<file path="src/logic/cache_geom_pkg.sv">
package cache_geom_pkg;

  // cache shape
  localparam int NUM_WAYS   = 4;
  localparam int NUM_SETS   = 32;
  localparam int LINE_WORDS = 16;
  localparam int WORD_BYTES = 4;

  // address field positions
  localparam int WORD_LSB  = 2;   // word select starts here
  localparam int INDEX_LSB = 6;   // set index starts here
  localparam int TAG_LSB   = 11;
  localparam int IO_LSB    = 28;  // top nibble picks the io region

  typedef logic [31:0] addr_t;
  typedef logic [31:0] word_t;
  typedef logic [WORD_BYTES-1:0] byte_mask_t;

  typedef logic [4:0] index_t;      // addr[10:6]
  typedef logic [3:0] word_sel_t;   // addr[5:2]
  typedef logic [8:0] word_addr_t;  // {index, word_sel}
  typedef logic [20:0] tag_t;       // addr[31:11]
  typedef logic [1:0] way_t;

endpackage

</file>
<file path="src/logic/cache_bus_pkg.sv">
package cache_bus_pkg;

  // master request, 70 bits
  typedef struct packed {
    cache_geom_pkg::addr_t      address;
    cache_geom_pkg::byte_mask_t byte_en;
    logic                       read;
    logic                       write;
    cache_geom_pkg::word_t      wdata;
  } rw_req_t;

  // line install from the engine, 28 bits
  typedef struct packed {
    cache_geom_pkg::index_t index;
    cache_geom_pkg::way_t   way;
    cache_geom_pkg::tag_t   tag;
  } fill_t;

  typedef enum logic [1:0] {
    cmd_nop,
    cmd_refill,
    cmd_io
  } cmd_kind_t;

  // command to the engine, carries the faulting request
  typedef struct packed {
    cmd_kind_t kind;
    rw_req_t   req;
  } miss_cmd_t;

  typedef enum logic {
    st_idle,
    st_wait_done
  } ctrl_state_t;

endpackage

</file>
<file path="src/logic/rw_ctrl.sv">
`timescale 1ns/1ps

module rw_ctrl #(
  parameter logic [3:0] IO_REGION = 4'hF
) (
  input  logic                       clk,
  input  logic                       rest,
  input  cache_bus_pkg::rw_req_t     req,
  input  logic                       hit,
  input  cache_geom_pkg::way_t       hit_way,
  input  cache_geom_pkg::word_t      rd_data,
  input  cache_geom_pkg::byte_mask_t rd_readable,
  input  logic                       cmd_done,
  input  cache_geom_pkg::word_t      rsp_data,
  output logic                       wait_request,
  output cache_geom_pkg::word_t      read_data,
  output logic                       read_valid,
  output cache_bus_pkg::miss_cmd_t   cmd,
  output logic                       lookup_en,
  output cache_geom_pkg::tag_t       lookup_tag,
  output cache_geom_pkg::word_addr_t rd_addr,
  output logic                       wr_en,
  output cache_geom_pkg::word_addr_t wr_addr,
  output cache_geom_pkg::way_t       wr_way,
  output cache_geom_pkg::word_t      wr_data,
  output cache_geom_pkg::byte_mask_t wr_mask
);

  cache_bus_pkg::rw_req_t     cur;   // request in its lookup cycle
  cache_bus_pkg::rw_req_t     prev;  // the one taken just before cur
  cache_bus_pkg::ctrl_state_t state;
  cache_bus_pkg::cmd_kind_t   cmd_kind;
  cache_bus_pkg::rw_req_t     cmd_req;

  logic                       cur_valid;
  logic                       is_io;
  logic                       fwd;
  logic                       not_readable;
  logic                       fault;
  cache_geom_pkg::byte_mask_t fwd_mask;
  cache_geom_pkg::byte_mask_t readable_mask;
  cache_geom_pkg::word_t      merged;

  // ram and tag reads are launched with the incoming address
  assign rd_addr    = req.address[cache_geom_pkg::TAG_LSB-1:cache_geom_pkg::WORD_LSB];
  assign lookup_en  = !wait_request;
  assign lookup_tag = cur.address[31:cache_geom_pkg::TAG_LSB];

  assign cur_valid = cur.read | cur.write;
  assign is_io     = (cur.address[31:cache_geom_pkg::IO_LSB] == IO_REGION);

  // prev write lands at the same edge as cur's ram read, so the ram misses it
  assign fwd = prev.write &&
               (prev.address[31:cache_geom_pkg::WORD_LSB] ==
                cur.address[31:cache_geom_pkg::WORD_LSB]);
  assign fwd_mask      = fwd ? prev.byte_en : '0;
  assign readable_mask = rd_readable | fwd_mask;
  assign not_readable  = cur.read && ((cur.byte_en & ~readable_mask) != '0);

  assign fault = cur_valid && (is_io || !hit || not_readable);

  always_comb begin
    merged = rd_data;
    for (int b = 0; b < cache_geom_pkg::WORD_BYTES; b++) begin
      if (fwd_mask[b]) begin
        merged[8*b +: 8] = prev.wdata[8*b +: 8];
      end
    end
  end

  // stall while a command is out, and in the cycle a fault is found
  assign wait_request = (state == cache_bus_pkg::st_wait_done) || fault;

  assign read_valid = (state == cache_bus_pkg::st_wait_done) ? (cmd_done && cur.read)
                                                              : (cur.read && !fault);
  assign read_data  = (state == cache_bus_pkg::st_wait_done) ? rsp_data : merged;

  // write hit commits at the end of the lookup cycle
  assign wr_en   = (state == cache_bus_pkg::st_idle) && cur.write && !fault;
  assign wr_addr = cur.address[cache_geom_pkg::TAG_LSB-1:cache_geom_pkg::WORD_LSB];
  assign wr_way  = hit_way;
  assign wr_data = cur.wdata;
  assign wr_mask = cur.byte_en;

  // request pipe, shifts whenever the front end is not stalled
  always_ff @(posedge clk or negedge rest) begin
    if (!rest) begin
      cur  <= '0;
      prev <= '0;
    end else if (!wait_request) begin
      cur  <= req;  // strobes low when nothing is offered
      prev <= cur;
    end else if ((state == cache_bus_pkg::st_wait_done) && cmd_done) begin
      cur.read  <= 1'b0;  // engine finished it
      cur.write <= 1'b0;
    end
  end

  always_ff @(posedge clk or negedge rest) begin
    if (!rest) begin
      state    <= cache_bus_pkg::st_idle;
      cmd_kind <= cache_bus_pkg::cmd_nop;
    end else begin
      case (state)
        cache_bus_pkg::st_idle: begin
          if (fault) begin
            state    <= cache_bus_pkg::st_wait_done;
            cmd_kind <= is_io ? cache_bus_pkg::cmd_io : cache_bus_pkg::cmd_refill;
          end
        end
        cache_bus_pkg::st_wait_done: begin
          if (cmd_done) begin
            state    <= cache_bus_pkg::st_idle;
            cmd_kind <= cache_bus_pkg::cmd_nop;
          end
        end
      endcase
    end
  end

  // faulting request is handed to the engine with the command
  always_ff @(posedge clk) begin
    if ((state == cache_bus_pkg::st_idle) && fault) begin
      cmd_req <= cur;
    end
  end

  assign cmd.kind = cmd_kind;
  assign cmd.req  = cmd_req;

endmodule

</file>
<file path="config.mk">
export PLATFORM = sky130hd
export DESIGN_NAME = rw_ctrl
export DESIGN_NICKNAME = d
export VERILOG_FILES = /design/src/logic/cache_geom_pkg.sv /design/src/logic/cache_bus_pkg.sv /design/src/logic/rw_ctrl.sv
export SDC_FILE = /design/constraint.sdc
export NUM_CORES = 1
export LEC_CHECK = 0
export CELL_PAD_IN_SITES_DETAIL_PLACEMENT = 1
export CELL_PAD_IN_SITES_GLOBAL_PLACEMENT = 1
export CORE_MARGIN = 10
export CORE_UTILIZATION = 40
export DETAILED_ROUTE_END_ITERATION = 10
export DONT_BUFFER_PORTS = 1
export GPL_ROUTABILITY_DRIVEN = 0
export PLACE_DENSITY = 0.71
export SKIP_CTS_REPAIR_TIMING = 1
export SLEW_MARGIN = 20
export SYNTH_ARGS = -nofsm -noshare
export SYNTH_HDL_FRONTEND = slang
export SYNTH_SLANG_ARGS = --single-unit
</file>
<file path="constraint.sdc">
create_clock -name clk -period 7.4 [get_ports clk]
set_clock_uncertainty 0.05 [all_clocks]
set_input_delay 1.11 -clock clk [delete_from_list [all_inputs] [get_ports clk]]
set_output_delay 1.11 -clock clk [all_outputs]
set_load 0.01 [all_outputs]
</file>
After elaboration in Yosys (flattened, before gate mapping)
Cells that the tools add are included.
Cells by class
  equality and inequality tests: 5
  multiplexer cells: 16
  bitwise logic cells: 5
  reductions and logical operators: 17
Operators by type and width (count)
  2-to-1 mux 32 bit: 1
  2-to-1 mux 8 bit: 4
  == test 30 bit: 1
  2-to-1 mux 2 bit: 5
  logical AND 1 bit: 9
  AND 4 bit: 1
  == test 4 bit (second input constant): 1
  2-to-1 mux 4 bit: 1
  inequality test 2 bit (second input constant): 2
  inverter 4 bit: 1
  bitwise OR 4 bit: 1
  one-hot mux 2 bit (2 select lines): 1
  nonzero test 4 bit: 1
  logical NOT 1 bit: 3
  logical OR 1 bit: 3
  2-to-1 mux 1 bit: 3
  inequality test 2 x 1 -> 1 bit (second input constant): 1
  one-hot mux 1 bit (2 select lines): 1
  AND reduction 2 bit: 1
  inverter 1 bit: 1
  bitwise OR 1 bit: 1
Storage, ports and cells
  flip-flop bits (word level): 212
  bits of input ports: 144

Depth between registers and ports, before layout
  word-level depth: 13
  gate-level depth with buffers: 9

Least setup slack after synthesis
No wires, ideal clock.
  path kind: input -> register
  from: input hit
  to: register cmd_req (netlist bit cmd[0]) (enable)
  library setup time: 0.522 ns
  arrival time: 5.098 ns
  data required time: 6.828 ns
  slack: 1.729 ns
  cell stages on the path: 5
  path buffers: 0
  path through: nand2_1 -> a21oi_1 -> nand2b_1 -> o22a_1 -> a21oi_1
Between the ends
  longest elaborated chain between the ends: 5
Ends and longest elaborated chain
  from (decl): line rw_ctrl.sv:9  | input logic hit,
  logical NOT 1 bit: line rw_ctrl.sv:60  | assign fault = cur_valid && (is_io || !hit || not_readable);
  logical OR 1 bit (2 in series): line rw_ctrl.sv:60
  logical AND 1 bit: line rw_ctrl.sv:60
  logical AND 1 bit: line rw_ctrl.sv:123  | if ((state == cache_bus_pkg::st_idle) && fault) begin
  to (signal assigned): line rw_ctrl.sv:124  | cmd_req <= cur;
  to (decl): line rw_ctrl.sv:33  | cache_bus_pkg::rw_req_t cmd_req;
No other way between the ends.
A chain may end at the register's enable or synchronous reset.

Final worst setup path
  from: register cur (netlist bit lookup_tag[20])
  to: output wr_en
Between the ends
  longest elaborated chain between the ends: 12
  elaborated cells on any way between the ends: 14
  those cells by class: 2 x eq/ne; 1 x mux; 3 x bitwise; 8 x reduce/logical
Ends and longest elaborated chain
  from (decl): line rw_ctrl.sv:29  | cache_bus_pkg::rw_req_t cur;
  from (signal assigned): line rw_ctrl.sv:91  | cur <= req;
  == test 30 bit: line rw_ctrl.sv:54  | (prev.address[31:cache_geom_pkg::WORD_LSB] ==
  logical AND 1 bit: line rw_ctrl.sv:53  | assign fwd = prev.write &&
  2-to-1 mux 4 bit: line rw_ctrl.sv:56  | assign fwd_mask = fwd ? prev.byte_en : '0;
  bitwise OR 4 bit: line rw_ctrl.sv:57  | assign readable_mask = rd_readable | fwd_mask;
  inverter 4 bit: line rw_ctrl.sv:58  | assign not_readable = cur.read && ((cur.byte_en & ~readable_mask) != '0);
  AND 4 bit: line rw_ctrl.sv:58
  nonzero test 4 bit: line rw_ctrl.sv:58
  logical AND 1 bit: line rw_ctrl.sv:58
  logical OR 1 bit (*): line rw_ctrl.sv:60
  logical AND 1 bit (*): line rw_ctrl.sv:60
  logical NOT 1 bit (*): line rw_ctrl.sv:79  | assign wr_en = (state == cache_bus_pkg::st_idle) && cur.write && !fault;
  logical AND 1 bit (*): line rw_ctrl.sv:79
  to (decl): line rw_ctrl.sv:22  | output logic wr_en,
Every way passes the cells marked *; elsewhere a longest branch is shown, timed or not.

==> results.toml <==
[run_status]
run_status = "completed"

[final_layout]
syn2layout_area_growth_pct = 5.390
stdcell_count = 911
finalNetCount = 717
final_layout_size_suffix_gt1_share_pct = 31.64

[power_and_ir_drop]
swShare_pct = 36.01
p_switching_mw = 2.166
p_leak_nw = 4.569
seqPwrFrac_pct = 46.3
clockPowerShare_pct = 21.0
vdd_ir_drop_max_mv = 0.2498
powerDensity_mw_per_mm2 = 589.5
p_int_mw = 3.847
power_frac_comb_pct = 32.7

[clock_tree]
cts_tree = "done"
clkSlewWorstSetupHoldPaths_ps = 60
clock_path_buffers = 3
clock_sinks = 210
cts_made_buffers = 24
ctsHtreeMaxLevel = 1
ctsRootBufferMaster = "clkbuf_16"
insertion_delay_ps = 520

[die]
die_w_um = 175.6
initial_core_util_pct = 40.99
die_h_um = 175.6
die_area_mm2 = 0.03082
core_area_mm2 = 0.02361
fp-row-count = 56
io_pins = 329

[timing]
period_needed_ps = 4859
fmax_ghz = 0.2058
hold_violations = 0
finalMaxSlewViolations = 0
finalSetupViolCount = 0
worstMarginPinSlew_ps = 1118
relSlewSlack_pct = 25.44
fin_setup_tns_ps = 0
period_share_pct = 65.66
grt_setup_unrepaired = "false"

[logic_synthesis]
synth_edf_count = 70
ys_types = 41
ys_async_sr_fraction_pct = 66.67
synth_area_mm2 = 0.009679
yosysSeqAreaShare_pct = 57.91
syn_area_per_cell_um2 = 15.01
ys_top_cells_by_area = "dfrtp_1, edfxtp_1, mux2_4"
synth_common_cells = "dfrtp_1, mux2_4, buf_4"
synth_warnings = 0
postSynthCellCount = 645
synth_top_area_share_pct = 36.19
synth_nets = 789
ys_seq_elements = 210
synth_top_cell_by_area = "dfrtp_1"
synth_flop_cell = "dfrtp_1"
synthMostInstantiatedCell = "dfrtp_1"

[setup_path]
path_class = "reg2out"
required_ps = 6240
r2r_start = "lookup_tag[20]$_DFFE_PN0N_"
cp-end-kind = "output pin"
cp_data_arrival_time_ps = 3700
worst_path_max_delay_cell = "nand3_4"
worstPathMaxFanout = 44
cp_cell_sequence = "xor2_1, nor4_1, nand4_1, nor3_1, o22a_1, nand3_4, nor2_1"
startpoint_type = "flip-flop"
crit_start = "lookup_tag[20]$_DFFE_PN0N_"
cp_slowest_stage_delay_ps = 640

[global_routing]
grt_antenna_before_repair = 1
grt_pass1_wl_um = 36140
grt_overflow = 0
grt_max_degree = 141
grt_use_total_pct = 14.88
grt_pass1_vias = 5483

[route]
firstDrtPassIters = 6
post_drt_wl_per_cell_um = 26.51
wirelength_um = 24150
routed_via_density = 5.261
ant_nets = 0
drc_errors = 0
dr.first_iter.drc_count = 242
route.vias.total = 4793

[placement]
io_buffer_count = 0
dp.cells = 866
dpl.hpwl_um = 17280

[worst_hold_path]
worstHoldPathType = "in2async"

[job]
max_cap_viol_count = 0
==> kinds of logic (layout without fill, tap and decap cells) <==
kind of cell | Yosys count | count (layout) | synth area share (%)
simple gates | 85 | 85 | 4.550
other cells | 0 | 1 | 0
buf+inv | 106 | 52 | 8.208
mux | 167 | 167 | 23.67
flops | 210 | 210 | 57.91
compound gates | 47 | 47 | 2.947
xor+xnor | 30 | 30 | 2.715
==> worst max-delay path: cells and delay by family (launching register included) <==
| kind | cells | cell delay [ps] |
|---|---|---|
| simple gates | 5 | 2050 |
| flops | 1 | 500 |
| compound gates | 1 | 370 |
| xor+xnor | 1 | 230 |
==> through the flow <==
step	utilization, %	hold WS (ps)	power [mW]	cell area, um^2	worst slack (ps)
6_report	43.20	236.6	6.013	10200	2542
5_1_grt	43.20	208.7	6.360	10200	2277
4_1_cts	43.18	204.4	6.108	10200	2478
3_5_place_dp	39.58	406.4	4.809	9345	3055
3_3_place_gp	39.58	388.5	4.705	9345	3121
2_1_floorplan	-	375.2	4.560	9679	1729
==> flip-flops by register name (all words and copies together) (netlist names) <==
register and count:
cmd_kind 2, lookup_tag 21, state 1, wr_data 32, cur 4, cmd 70, wr_addr 9, wr_mask 4
prev 67
==> final cells by class <==
class                   instances  area, um^2
inverters                       5       18.77
flip-flops and latches        210        5609
repair buffers                  3       22.52
diodes                          1       2.502
multi-input cells             329        3298
fillers                      2356       13410
well taps                     319       399.1
clock buffers                  27       621.8
clock inverters                17       229.0
==> power by group through the flow <==
stage	Sequential, mW	Combinational (mW)	Clock (mW)
after detailed placement	2.83	1.98	0
final	2.79	1.97	1.26
after global routing	2.89	2.12	1.35
after global placement	2.79	1.92	0
after floorplan	2.42	2.14	0
after CTS	2.82	1.99	1.30
==> placed cells by master (no fill, tap or decap), drive strengths merged, types with 10 or more instances in the layout <==
cell	netlist	layout
dfrtp	140	140
mux2	135	135
edfxtp	70	70
nand2	40	40
o21ai	33	33
mux2i	32	32
xor2	30	30
clkbuf	8	27
clkinv	0	11
nor4	10	10
==> metal layers <==
metal	global-route usage (%)	up-vias	share of wire, %
li1	-	2077	-
met1	17.04	2486	39
met2	25.67	204	51
met3	5.254	26	8.6
met4	4.345	0	1.7
met5	0	-	0
==> path summary, 6_finish.rpt <==
check | endpoint | slack (ps) | cells past startpoint
worst max register to register | prev[65]$_DFFE_PN0N_ | 3270 | 8
worst min register to register | cmd[39]$_DFFE_PP_ | 410 | 0
max in group asynchronous | state$_DFF_PN0_ | 6800 | 0
worst max-delay path | wr_en | 2540 | 7
worst min-delay path | lookup_tag[7]$_DFFE_PN0N_ | 240 | 0
min in group clk | cmd[39]$_DFFE_PP_ | 410 | 0
(Power assumes the default switching activity.)
